File: src/hdl/realign_consts.svh
// realign stream source constants
// widths and sizes shared by the RTL and the testbench
`ifndef REALIGN_CONSTS_SVH
`define REALIGN_CONSTS_SVH

// stream data width in bits
`define REALIGN_DW 32

// bytes per stream word
`define REALIGN_BW 4

// byte address width, sized so that the word part indexes the whole memory
`define REALIGN_AW 12

// depth of the local word memory
`define REALIGN_MEM_WORDS 1024

// width of the per-transfer word count
`define REALIGN_LEN_W 8

`endif

File: src/hdl/realign_pkg.sv
// realign package
// packed types shared by the realigning stream source and its testbench
`default_nettype none

`include "realign_consts.svh"

package realign_pkg;

  // word address into the local memory
  typedef logic [`REALIGN_AW-$clog2(`REALIGN_BW)-1:0] realign_waddr_t;

  // one transfer as programmed by the host side
  typedef struct packed {
    logic [`REALIGN_AW-1:0]    base_addr;
    logic [`REALIGN_LEN_W-1:0] n_words;
  } realign_cfg_t;

  // control attached to each memory read
  typedef struct packed {
    logic                   realign;
    logic                   first;
    logic                   last;
    logic [`REALIGN_BW-1:0] strb;
  } realign_ctrl_t;

  // stream beat, ready travels on its own wire
  typedef struct packed {
    logic                   valid;
    logic [`REALIGN_DW-1:0] data;
  } realign_word_t;

  // preload write port of the word memory
  typedef struct packed {
    logic                   we;
    realign_waddr_t         addr;
    logic [`REALIGN_DW-1:0] data;
  } realign_mem_wr_t;

endpackage

`default_nettype wire

File: src/hdl/realign_addrgen.sv
// realign address generator
// walks the aligned words covering a byte range and tags each read
// with first/last flags and the byte strobes of the misaligned ends
`default_nettype none

`include "realign_consts.svh"

module realign_addrgen
  import realign_pkg::*;
(
  input  logic           clk_i,
  input  logic           rst_ni,
  input  logic           start_i,
  input  realign_cfg_t   cfg_i,
  output logic           busy_o,
  output logic           rd_valid_o,
  output realign_waddr_t rd_addr_o,
  output realign_ctrl_t  ctrl_o,
  input  logic           rd_ready_i
);

  logic                              busy_q;
  realign_waddr_t                    base_q;
  logic [$clog2(`REALIGN_BW)-1:0]    off_q;
  logic [`REALIGN_LEN_W-1:0]         last_idx_q;
  logic [`REALIGN_LEN_W-1:0]         rd_cnt_q;
  logic                              realign;
  logic                              first;
  logic                              last;
  logic                              rd_done;
  logic [`REALIGN_BW-1:0]            head_strb;

  // a read completes when the shifter takes it
  assign rd_done = busy_q & rd_ready_i;

  always_ff @(posedge clk_i or negedge rst_ni) begin
    if (!rst_ni) begin
      busy_q     <= 1'b0;
      base_q     <= '0;
      off_q      <= '0;
      last_idx_q <= '0;
      rd_cnt_q   <= '0;
    end else if (start_i && !busy_q) begin
      busy_q   <= 1'b1;
      base_q   <= cfg_i.base_addr[`REALIGN_AW-1:$clog2(`REALIGN_BW)];
      off_q    <= cfg_i.base_addr[$clog2(`REALIGN_BW)-1:0];
      rd_cnt_q <= '0;
      // a misaligned range touches one extra word
      if (cfg_i.base_addr[$clog2(`REALIGN_BW)-1:0] != '0) begin
        last_idx_q <= cfg_i.n_words;
      end else begin
        last_idx_q <= cfg_i.n_words - 1'b1;
      end
    end else if (rd_done) begin
      if (last) begin
        busy_q <= 1'b0;
      end else begin
        rd_cnt_q <= rd_cnt_q + 1'b1;
      end
    end
  end

  assign realign = (off_q != '0);
  assign first   = (rd_cnt_q == '0);
  assign last    = (rd_cnt_q == last_idx_q);

  // bytes off..BW-1 of the head word belong to the transfer
  assign head_strb = {`REALIGN_BW{1'b1}} << off_q;

  always_comb begin
    ctrl_o.realign = realign;
    ctrl_o.first   = first;
    ctrl_o.last    = last;
    ctrl_o.strb    = '1;
    if (realign) begin
      if (first) begin
        ctrl_o.strb = head_strb;
      end else if (last) begin
        // tail word keeps only the bytes below the offset
        ctrl_o.strb = ~head_strb;
      end
    end
  end

  assign busy_o     = busy_q;
  assign rd_valid_o = busy_q;
  assign rd_addr_o  = base_q + realign_waddr_t'(rd_cnt_q);

endmodule

`default_nettype wire

File: config.mk
export PLATFORM = sky130hd
export DESIGN_NAME = realign_addrgen
export DESIGN_NICKNAME = d
export VERILOG_FILES = /design/src/hdl/realign_pkg.sv /design/src/hdl/realign_addrgen.sv
export VERILOG_INCLUDE_DIRS = /design/src /design/src/hdl
export SDC_FILE = /design/constraint.sdc
export NUM_CORES = 1
export LEC_CHECK = 0
export ABC_CLOCK_PERIOD_IN_PS = 1800
export BUFFER_PORTS_ARGS = -buffer_cell sky130_fd_sc_hd__buf_4
export CAP_MARGIN = 0
export CORE_ASPECT_RATIO = 2
export CORE_MARGIN = 8
export CORE_UTILIZATION = 30
export DETAILED_ROUTE_END_ITERATION = 8
export GPL_TIMING_DRIVEN = 0
export PLACE_DENSITY_LB_ADDON = 0.25
export SETUP_SLACK_MARGIN = 0.15
export SYNTH_ARGS = -nofsm -noshare
export SYNTH_HDL_FRONTEND = slang
export SYNTH_SLANG_ARGS = --single-unit
File: constraint.sdc
create_clock -name clk_i -period 1.8 [get_ports clk_i]
set_input_delay 0.18 -clock clk_i [delete_from_list [all_inputs] [get_ports clk_i]]
set_output_delay 0.18 -clock clk_i [all_outputs]
set_load 0.02 [all_outputs]
==> metrics.md <==
| Metric | Value |
|---|---|
| Routed WL | `4910 µm` |
| Critical path's top delay family | `simple AND/OR/NAND/NOR gates` |
| DR pass1 iterations | `6` |
| Core footprint | `around 6500 µm²` |
| DRC | `0` |
| Final setup fails | `14` |
| Die width | `~73 µm` |
| Fin crit share | `123%` |
| Diode count | `0` |
| CP max stage delay | `540 ps` |
| Vias after detailed routing | `1705` |
| Switching share of total power | `approximately two fifths` |
| WP buf/inv | `3` |
| Kind of critical path | `reg2out` |
| Final Hold Vio Count | `0` |
| Net Switching | `about 2.5 mW` |
| Vias in the first global route | `1773` |
| Bufs on Longest Clock Path | `2` |
| Tot GR Track Use | `a little over a tenth` |
| CTS buffer count | `5` |
| Failing checks | `setup timing` |
| Reg-to-Reg End | `rd_cnt_q[4]` |
| Area leader, netlist | `dfrtp_1` |
| Skew-Pair Late Insertion Delay | `between 200 and 300 ps` |
| Final WS setup | `-417 ps` |
| Chip Height | `131 µm` |
| Area contributors post-synth | `dfrtp_1 37%, ha_1 7.0%, mux2_2 6.9%` |
| Row Count | `42` |
| RSZ-0062 raised after global routing | `yes` |
| FILL cells | `610` |
| Main synth FF type | `dfrtp_1` |
| Post-synth top area share | `36.9%` |
| CP dominant cell by count | `buf_6` |
| Clk slew on worst S/H paths | `~50 ps` |
| Slew @ Worst Pin | `between 500 and 600 ps` |
| Synth Register Bits | `29` |
| Worst hold path class | `in2reg` |
| Worst Hold End | `busy_o` |
| First-pass GRT wire length | `between 7000 and 8000 µm` |
| Initial Utilization | `a little under a third` |
| Leak Pwr | `around 1.3 nW` |
| Critical Path Start Type | `flip-flop` |
| Antenna violations before repair | `0` |
| Status | `finished with violations` |
| R2R depth | `8` |
| Worst slew margin | `61.3%` |
| Grt ovf | `0` |
| Clock root buffer master | `clkbuf_16` |
| Slew Limit Fails | `0` |
| CP cell instances | `buf_6, or4b_4, nor4_4, buf_6, a2111oi_4, a31oi_2, buf_4` |
| Syn Std Cell Area | `approximately 2000 µm²` |
| IO Pins | `43` |
| Comb pwr share | `64.7%` |
| Post-place setup slack | `-418 ps` |
| DRT iter0 DRCs | `48` |
| Die Area | `9570 µm²` |
| Hold Path Cell Cnt | `2` |
| Synthesized area per cell | `a little under 10 µm²` |
| Fmax | `~0.45 GHz` |
| Max Cap Violations | `0` |
| R2R Setup Slk | `around 10 ps` |
| Final core utilization | `between 40% and 50%` |
| Total internal power | `3.53 mW` |
| Placer Congestion | `~0.8` |
| Warnings, synthesis | `0` |
| CP max stage cell | `or4b_4` |
| Critical Path End Type | `output port` |
| Max VDD drop | `between 1 and 1.5 mV` |
| Minimum clock period | `~2200 ps` |
| Clk_skew | `slightly below 4 ps` |
| Reg-to-reg startpoint | `rd_cnt_q[0]` |
| Seq/Total Area, Yosys | `about 37%` |
| Cell count after placement | `between 300 and 400` |
| Most common cell in the synthesized netlist | `dfrtp_1` |
| Port Buffers | `42` |
| # H-tree levels | `2` |
| Sink Count | `29` |
| Post-synth EDFFs | `0` |
| Nets | `304` |
| Non-filler instance count after layout | `roughly 360` |
| Cell count after synthesis | `between 200 and 250` |
| Clk pwr share | `around 14%` |
| Area Growth Syn to Fin | `53.7%` |
| WP data required | `1620 ps` |
| Final ANT Viol Nets | `0` |
| Critical-path maximum fanout | `5` |
| Layout cells sized above 1 | `~51%` |
| Hold_sp | `rd_ready_i` |
| Largest net degree at the start of global routing | `30` |
| Wire per inst | `13.7 µm` |
| Final setup TNS | `-4080 ps` |
| Via/cell ratio | `around 4.8` |
| Commonest cells post-synth | `29 x dfrtp_1, 23 x nand2_1, 15 x xnor2_1, 12 x mux2_2, 12 x o21ai_0` |
| Fraction of registers with async set/reset | `100%` |
| Dpl hpwl | `around 3600 µm` |
| Unique masters post-synth | `41` |
| CTS tree | `yes` |
| Worst EP arrival | `2040 ps` |
| Power Density | `2000 nW/µm²` |
| Flop pwr share | `approximately a fifth` |
| Mapped Nets | `240` |
-- per-layer routing --
layer / track usage, % / up-vias / part of all wire, %
li1: - / 849 / -
met4: 3.92 / 0 / 1.6
met3: 2.68 / 6 / 6.5
met5: 0 / - / 0
met1: 11.2 / 809 / 39
met2: 19.0 / 41 / 53
-- layout make-up --
class,instances,area [µm²],share of cell area (%)
timing repair buffer,57,479,15.8
inverter,10,40.0,1.32
buffer,12,97.6,3.23
clock buffer,7,153,5.05
multi-input combinational,153,1410,46.6
clock inverter,1,5.00,0.165
sequential,29,732,24.2
tap,88,110,3.64
-- flip-flops by register name (all words and copies together) (netlist names) --
signal      count
base_q         10
busy_o          1
last_idx_q      8
off_q           2
rd_cnt_q        8
-- power by group through the flow --
stage	Clock [mW]	Sequential (mW)	Combinational (mW)
2_1_floorplan	0	1.19	2.17
3_3_place_gp	0	1.27	3.03
3_5_place_dp	0	1.28	3.06
4_1_cts	0.873	1.28	3.66
5_1_grt	0.895	1.33	4.24
6_report	0.853	1.28	3.91
-- timing repair --
item | 4_1_cts | 5_1_grt
pin swaps | 16 | 8
endpoints found under the hold margin | 29 | 0
endpoints found under the setup margin | 25 | 27
resized for setup | 42 | 23
buffers inserted | 10 | 4
hold buffers | 1 | 0
-- how the worst max path moves through the flow --
stage	cells past startpoint	end	slack (ps)	start
CTS	8	ctrl_o[2]	-470	rd_cnt_q[0]
detailed placement	8	rd_addr_o[8]	-420	rd_cnt_q[0]
floorplan	6	ctrl_o[2]	-200	rd_cnt_q[1]
global route	7	ctrl_o[2]	-500	rd_cnt_q[3]
global placement	8	rd_addr_o[8]	-420	rd_cnt_q[0]
finish	7	ctrl_o[2]	-420	rd_cnt_q[3]
-- cells by family (layout without fill, tap and decap cells) --
family / Yosys count / in the layout / synth area share [%]
multiplexers: 20 / 20 / 10.9
buffers and inverters: 22 / 87 / 5.53
adder cells (fa/ha/maj): 12 / 12 / 8.01
flip-flops: 29 / 29 / 36.9
AND/OR/NAND/NOR: 61 / 61 / 16.7
XOR/XNOR: 22 / 22 / 9.79
AO/OA/AOI/OAI: 38 / 38 / 12.1
-- cell usage in the layout (no fill, tap or decap), drive strengths merged, types with 5 or more instances in the layout --
cell	Yosys	routed
buf	8	66
dfrtp	29	29
nand2	23	23
xnor2	15	15
o21ai	14	14
mux2	12	12
ha	11	11
nor2	10	10
inv	10	10
clkbuf	4	9
mux2i	8	8
xor2	7	7
a21oi	6	6
o211ai	5	5
-- metrics by stage --
stage | instance area, µm² | power [mW] | hold slack, ps
floorplan | 2060 | 3.37 | -116
global route | 3030 | 6.46 | 137
global placement | 2490 | 4.30 | 128
CTS | 2910 | 5.82 | 121
finish | 3030 | 6.04 | 132
detailed placement | 2490 | 4.34 | 131
(Power assumes the default switching activity.)
