File: config.mk
export PLATFORM = sky130hd
export DESIGN_NAME = realign_shifter
export DESIGN_NICKNAME = d
export VERILOG_FILES = /design/src/hdl/realign_pkg.sv /design/src/hdl/realign_shifter.sv
export VERILOG_INCLUDE_DIRS = /design/src /design/src/hdl
export SDC_FILE = /design/constraint.sdc
export NUM_CORES = 1
export LEC_CHECK = 0
export ABC_AREA = 1
export BUFFER_PORTS_ARGS = -buffer_cell sky130_fd_sc_hd__buf_2
export CORE_MARGIN = 2
export CORE_UTILIZATION = 50
export CTS_BUF_LIST = sky130_fd_sc_hd__clkbuf_8
export DETAILED_ROUTE_END_ITERATION = 10
export PLACE_DENSITY = 0.84
export SKIP_LAST_GASP = 1
export SLEW_MARGIN = 20
export SYNTH_ARGS = -nofsm -noshare
export SYNTH_HDL_FRONTEND = slang
export SYNTH_SLANG_ARGS = --single-unit
File: constraint.sdc
create_clock -name clk_i -period 1.9 [get_ports clk_i]
set_clock_uncertainty 0.1 [all_clocks]
set_input_delay 0.285 -clock clk_i [delete_from_list [all_inputs] [get_ports clk_i]]
set_output_delay 0.285 -clock clk_i [all_outputs]
set_load 0.1 [all_outputs]
File: src/hdl/realign_consts.svh
// realign stream source constants
// widths and sizes shared by the RTL and the testbench
`ifndef REALIGN_CONSTS_SVH
`define REALIGN_CONSTS_SVH

// stream data width in bits
`define REALIGN_DW 32

// bytes per stream word
`define REALIGN_BW 4

// byte address width, sized so that the word part indexes the whole memory
`define REALIGN_AW 12

// depth of the local word memory
`define REALIGN_MEM_WORDS 1024

// width of the per-transfer word count
`define REALIGN_LEN_W 8

`endif

File: src/hdl/realign_pkg.sv
// realign package
// packed types shared by the realigning stream source and its testbench
`default_nettype none

`include "realign_consts.svh"

package realign_pkg;

  // word address into the local memory
  typedef logic [`REALIGN_AW-$clog2(`REALIGN_BW)-1:0] realign_waddr_t;

  // one transfer as programmed by the host side
  typedef struct packed {
    logic [`REALIGN_AW-1:0]    base_addr;
    logic [`REALIGN_LEN_W-1:0] n_words;
  } realign_cfg_t;

  // control attached to each memory read
  typedef struct packed {
    logic                   realign;
    logic                   first;
    logic                   last;
    logic [`REALIGN_BW-1:0] strb;
  } realign_ctrl_t;

  // stream beat, ready travels on its own wire
  typedef struct packed {
    logic                   valid;
    logic [`REALIGN_DW-1:0] data;
  } realign_word_t;

  // preload write port of the word memory
  typedef struct packed {
    logic                   we;
    realign_waddr_t         addr;
    logic [`REALIGN_DW-1:0] data;
  } realign_mem_wr_t;

endpackage

`default_nettype wire

File: src/hdl/realign_shifter.sv
// realign shifter
// merges each read word with the previous one, rotated by the byte
// count of the first word's strobe, to emit byte-aligned output words
`default_nettype none

`include "realign_consts.svh"

module realign_shifter
  import realign_pkg::*;
(
  input  logic          clk_i,
  input  logic          rst_ni,
  input  realign_ctrl_t ctrl_i,
  input  realign_word_t in_i,
  output logic          in_ready_o,
  output realign_word_t out_o,
  input  logic          out_ready_i
);

  logic [$clog2(`REALIGN_BW):0]     rot_d;
  logic [$clog2(`REALIGN_BW):0]     rot_q;
  logic [$clog2(`REALIGN_BW):0]     rot_inv;
  logic [$clog2(`REALIGN_DW):0]     sh_up;
  logic [$clog2(`REALIGN_DW):0]     sh_dn;
  logic [`REALIGN_DW-1:0]           prev_q;
  logic [`REALIGN_DW-1:0]           merged;
  logic                             in_hs;

  assign in_hs = in_i.valid & in_ready_o;

  // rotation is the number of valid bytes in the head word
  always_comb begin
    rot_d = '0;
    for (int i = 0; i < `REALIGN_BW; i++) begin
      rot_d = rot_d + ($bits(rot_d))'(ctrl_i.strb[i]);
    end
  end

  // captured once per transfer from a misaligned head word
  always_ff @(posedge clk_i or negedge rst_ni) begin
    if (!rst_ni) begin
      rot_q <= '0;
    end else if (in_hs && ctrl_i.first && ctrl_i.realign) begin
      rot_q <= rot_d;
    end
  end

  // previous accepted word feeds the low bytes of the next merge
  always_ff @(posedge clk_i) begin
    if (in_hs) begin
      prev_q <= in_i.data;
    end
  end

  assign rot_inv = ($bits(rot_inv))'(`REALIGN_BW) - rot_q;

  // byte counts to bit shifts
  assign sh_up = {rot_q, 3'b000};
  assign sh_dn = {rot_inv, 3'b000};

  // current word fills the upper bytes and the previous word's tail the lower ones
  assign merged = (in_i.data << sh_up) | (prev_q >> sh_dn);

  always_comb begin
    out_o.valid = in_i.valid;
    out_o.data  = in_i.data;
    in_ready_o  = out_ready_i;
    if (ctrl_i.realign) begin
      // the head word only primes prev_q and produces no output
      out_o.valid = in_i.valid & ~ctrl_i.first;
      out_o.data  = merged;
      in_ready_o  = out_ready_i | ctrl_i.first;
    end
  end

endmodule

`default_nettype wire

==> results of run 1 <==
-- layout by cell type, fill, tap and decap left out, types with 3 or more instances in the layout --
cell type	instances
buf_12	40
inv_1	40
o21ai_1	7
or2_1	4
clkbuf_16	3
buf_2	42
nand3_2	26
a21oi_4	10
nand2_1	190
edfxtp_1	32
nand3_1	24
inv_2	3
nand2_8	4
or2_0	4
clkbuf_8	5
a21oi_1	10
buf_4	10
nand2_2	13
nand2_4	6
clkinvlp_4	8
nor2_2	16
nor2_4	21
nor2_1	55
-- routing by layer --
layer  vias up  track usage, %  part of all wire (%)
li1       1767               -                     -
met3        70           5.303                    14
met1      1796           43.92                    36
met5         -               0                     0
met4         0           10.16                   3.9
met2       345           54.35                    47
-- where the power goes --
group | internal, W | switching, W
sequential | 0.000923 | 0.0000505
clock | 0.000245 | 0.000298
combinational | 0.00158 | 0.00293
-- logic make-up after synthesis --
kind of cell	count (synthesis)	synth area share, %
fa+ha+maj	4	1.855
buf+inv	84	12.74
compound gates	30	4.960
simple gates	365	47.06
flops	35	33.39
-- cell usage after synthesis --
cell / instances / area share [%]
inv_4: 1 / 0.20
dfrtp_1: 3 / 2.4
buf_6: 4 / 1.5
fa_1: 1 / 0.65
or2_0: 4 / 0.81
o21ai_1: 8 / 1.3
buf_4: 8 / 1.9
nand3_1: 52 / 8.4
nand2_2: 1 / 0.20
or2_1: 4 / 0.81
buf_2: 14 / 2.3
o211ai_1: 1 / 0.24
nor2_1: 91 / 11
clkbuf_1: 5 / 0.60
nor2_2: 1 / 0.20
ha_1: 3 / 1.2
edfxtp_1: 32 / 31
a21oi_1: 20 / 3.2
nand2_1: 212 / 26
a31oi_1: 1 / 0.20
inv_1: 50 / 6.0
inv_2: 2 / 0.24
-- metrics by stage --
step                hold slack [ps]  instances
floorplan                    -110.6        518
global placement             -17.50        657
detailed placement           -18.78        657
CTS                           75.23        668
global route                  69.35        672
finish                        67.49        672
-- critical path: cells and delay by family (launching register included) --
family | cells | cell delay (ps)
simple gates | 6 | 560
buf+inv | 4 | 500
flops | 1 | 440
fa+ha+maj | 1 | 140
-- registers in the layout, indices dropped and copies added (netlist names) --
register,flops
rot_q,3
prev_q,32
-- layout make-up --
class	count	area share, %
tap	75	1.868
multi-input combinational	399	45.60
inverter	53	4.956
clock inverter	3	0.2242
sequential	35	20.65
timing repair inverter	1	0.1743
clock buffer	5	1.370
timing repair buffer	101	25.16
-- final timing paths --
check | startpoint | endpoint | slack (ps) | cells past startpoint
setup / recovery | rot_q[0] | out_o[24] | -430 | 11
hold / removal | in_i[22] | prev_q[22] | 70 | 1
setup reg to reg | rot_q[0] | rot_q[0] | 830 | 3
hold reg to reg | rot_q[1] | rot_q[1] | 570 | 3
max in group asynchronous | rst_ni | rot_q[0] | 1380 | 2
min in group asynchronous | rst_ni | rot_q[1] | 200 | 2
-- repair_timing --
item	CTS	global route
hold buffers	1	0
setup endpoints to repair	32	32
endpoints found under the hold margin	3	0
resized for setup	44	37
gates cloned	2	4
pin swaps	5	21
==> impl_metrics.csv, run 1 <==
group,metric,value,unit
setup_path,required,1510,ps
power_and_ir_drop,powerDensity,1199,nW/um^2
global_routing,grt_antenna_before_repair,0,
clock_network,cts_buffer_depth,2,
floorplanning,pin_count,77,
routing,num_vias,3978,
sta,finalCritPeriodShare,122.5,%
floorplanning,die_x,82.78,um
clock_network,clkTransAtPathRegs,80,ps
logic_synthesis,synth_area_per_cell,5.990,sq um
floorplanning,fp.dieH,82.78,um
floorplanning,num_rows,28,
final_layout,nFillCells,333,
logic_synthesis,yosys_warnings,0,
logic_synthesis,ys_types,22,
floorplanning,die-area,6852,sq um
setup_path,cp-start-kind,"flip-flop",
final_layout,n_antenna_cell,0,
sta,fmax,0.4298,GHz
clock_network,clkSinkCount,35,
logic_synthesis,netlist_instances,518,
place,port_buffers,75,
run,maxCapViolCount,0,
setup_path,critPathMaxFanout,7,
place,dpl_cell_area,4514,sq um
final_layout,drive_gt1_share,37.02,%
final_layout,final_util,84.35,%
setup_path,slowest_stage,"dfrtp_2",
power_and_ir_drop,power,0.006022,W
sta,tightest_slew,483.0,ps
setup_path,max_stage_delay,440,ps
sta,setup_viol,32,
clock_network,clockRootBuffer,"clkbuf_8",
final_layout,multiInputGateArea,2291,sq um
clock_network,clk_latency,290,ps
clock_network,postCtsSetupBuffers,0,
sta,timing.final.ws_setup,-426.9,ps
routing,drt_iter0_drc,855,
global_routing,grt_pass1_wl,17040,um
setup_path,crit_top_cell,"nand2_1",
logic_synthesis,synth_seq_cells,35,
setup_path,cp_cell_sequence,"inv_6, ha_4, inv_2, nand2_4, nand2_8, clkbuf_16, nand2_1, nand2_1, nor2_2, nor2_4, buf_12",
worst_hold_path,hold_path_class,"input port to flip-flop",
place,detailed_place_hpwl,7085,um
global_routing,grt_pass1_vias,3562,
sta,finalMaxSlewViolations,0,
setup_path,critPathKind,"flip-flop to output port",
logic_synthesis,synth-seq-area-share,33.39,%
routing,first_pass_iters,6,
sta,hold_violations,0,
logic_synthesis,netlist_area,3103,sq um
run_status,outcome,"complete, but fails checks",
power_and_ir_drop,vdd_drop_max,823.5,uV
routing,antenna_left,0,
run_status,violations,"negative setup slack",
sta,slew_headroom,68.02,%
sta,setup_tns,-11470,ps
routing,wl_per_cell,18.24,um
setup_path,endpoint_kind,"output port",
routing,viasPerCell,5.920,
final_layout,final_area,5024,sq um
final_layout,area_growth,61.90,%
place,place_ws,-111.8,ps
final_layout,regArea,1037,sq um
floorplanning,start_util,52.10,%
global_routing,grtUsageTotal,32.77,%
clock_network,cts_tree,"yes",
setup_path,crit_arrival,1940,ps
sta,rsz0062_at_grt,"yes",
logic_synthesis,synth_fp_nets,565,
final_layout,final_nets,643,
routing,wl,12260,um
clock_network,cts_buffers,5,
place,globalplace.congestion,0.8711,
global_routing,grt_start_max_net_pins,37,
sta,fin_crit,2327,ps
global_routing,overflow,0,
floorplanning,core_area,5956,sq um
power_and_ir_drop,p_leak,2.367,nW
clock_network,cts_max_level,2,
routing,drc,0,
Power figures use the tool's default switching activity.
==> run 2, diff against run 1 <==
Settings changed: REMOVE_ABC_BUFFERS from default to 1.
Clock period 1.9 ns to 2.1 ns, I/O delays scaled along.
==> run 2 against run 1 <==
Net effect: hold slack gained 35 ps; the flow still finishes with violations (negative setup slack); critical path depth shrank 3; setup slack gained 180 ps; highest routed layer unchanged; sequential cell count is the same.
==> impl_metrics.csv, run 2 (synthesis gave the netlist of run 1 again) <==
group,metric,value,unit
final_layout,n_antenna_cell,0,
clock_network,cts_buffer_depth,2,
routing,viasPerCell,5.751,
clock_network,clockRootBuffer,"clkbuf_8",
final_layout,fin_cells,674,
setup_path,cp-start-kind,"flip-flop",
sta,rsz0062_at_grt,"yes",
floorplanning,start_util,52.10,%
setup_path,path_buf_inv,3,
routing,wl,10920,um
floorplanning,die-area,6852,sq um
routing,drt_iter0_drc,544,
global_routing,overflow,0,
routing,first_pass_iters,6,
clock_network,cts_buffers,5,
floorplanning,pin_count,77,
setup_path,crit_arrival,1930,ps
final_layout,final_nets,647,
sta,slew_headroom,68.06,%
sta,tightest_slew,482.5,ps
final_layout,nFillCells,359,
sta,fin_crit,2344,ps
power_and_ir_drop,p_leak,2.344,nW
clock_network,cts_max_level,2,
run,maxCapViolCount,0,
power_and_ir_drop,powerDensity,1103,nW/um^2
global_routing,grt_start_max_net_pins,33,
sta,fmax,0.4265,GHz
sta,timing.final.ws_setup,-244.4,ps
floorplanning,core_area,5956,sq um
place,dp.cells,656,
final_layout,top_register,"prev_q",
worst_hold_path,hold_path_class,"input port to flip-flop",
routing,wl_per_cell,16.20,um
sta,hold_violations,0,
power_and_ir_drop,vdd_drop_max,862.7,uV
floorplanning,die_x,82.78,um
setup_path,max_stage_delay,440,ps
routing,antenna_left,0,
final_layout,drive_gt1_share,30.38,%
floorplanning,fp.dieH,82.78,um
final_layout,largest_reg_flops,32,
sta,hold_ws,102.6,ps
setup_path,required,1680,ps
clock_network,cts_tree,"yes",
global_routing,grtUsageTotal,29.11,%
floorplanning,num_rows,28,
setup_path,critPathKind,"flip-flop to output port",
power_and_ir_drop,power,0.005190,W
sta,finalCritPeriodShare,111.6,%
final_layout,largestRegisters,"prev_q x32, rot_q x3",
run_status,outcome,"complete, but fails checks",
setup_path,cp_cell_sequence,"buf_4, buf_12, o21ai_1, nand2_1, nand2_1, nor2_1, nor2_2, buf_12",
clock_network,clkSinkCount,35,
routing,drc,0,
clock_network,clk_latency,300,ps
run_status,violations,"negative setup slack",
place,port_buffers,75,
setup_path,endpoint_kind,"output port",
final_layout,most-common-layout-cells,"nand2_1 (200), nor2_1 (71), inv_1 (44)",
routing,num_vias,3876,
sta,finalMaxSlewViolations,0,
final_layout,area_growth,51.61,%
final_layout,layout_commonest_cell,"nand2_1",
sta,setup_viol,32,
setup_path,slowest_stage,"dfrtp_2",
place,dpl_cell_area,4091,sq um
final_layout,final_area,4705,sq um
global_routing,grt_pass1_vias,3361,
place,detailed_place_hpwl,5737,um
setup_path,critPathMaxFanout,25,
setup_path,crit_family,"buffers and inverters",
clock_network,clkTransAtPathRegs,70,ps
global_routing,grt_antenna_before_repair,0,
global_routing,grt_pass1_wl,15210,um
place,globalplace.congestion,0.8745,
-- run 2: path summary, 6_finish.rpt --
path                          start          to  slack, ps  depth (start not counted)
max in group asynchronous    rst_ni    rot_q[0]       1540                          2
hold reg to reg            rot_q[1]    rot_q[1]        500                          2
min in group asynchronous    rst_ni    rot_q[2]        240                          2
hold / removal             in_i[22]  prev_q[22]        100                          1
setup reg to reg           rot_q[0]    rot_q[0]        960                          4
setup / recovery           rot_q[0]    out_o[9]       -240                          8
-- run 2: final cells by class --
type / count / area, sq um / area share (%)
multi-input combinational: 399 / 1944 / 41.33
timing repair buffer: 106 / 1345 / 28.59
sequential: 35 / 1037 / 22.05
inverter: 53 / 211.5 / 4.495
tap: 75 / 93.84 / 1.995
clock buffer: 5 / 68.82 / 1.463
clock inverter: 1 / 3.754 / 0.07979
-- run 2: metrics by stage --
stage	worst slack, ps	util, %	TNS, ps
after global routing	-310.5	78.99	-7601
after detailed placement	19.67	68.70	0
after floorplan	-2957	-	-91840
after global placement	47.50	68.70	0
after CTS	-145.3	74.77	-2976
final	-244.4	78.99	-5485
-- run 2: report_power, final --
group | internal [W] | total [W] | switching, W | leakage (nW)
logic | 0.00142 | 0.00383 | 0.00241 | 1.97
registers | 0.000835 | 0.000881 | 0.0000459 | 0.336
clock network | 0.000217 | 0.000476 | 0.000259 | 0.0413
-- run 2: routing by layer --
layer	global-route usage, %	part of all wire, %	vias up
li1	-	-	1767
met1	37.18	35	1736
met2	49.68	49	322
met3	5.087	12	51
met4	10.16	3.6	0
met5	0	0	-
-- run 2: repair_timing --
item,CTS,global route
resized for setup,49,42
gates cloned,4,3
endpoints found under the setup margin,32,32
buffers inserted,2,2
pin swaps,16,26
hold endpoints to repair,3,0
hold buffers,1,0
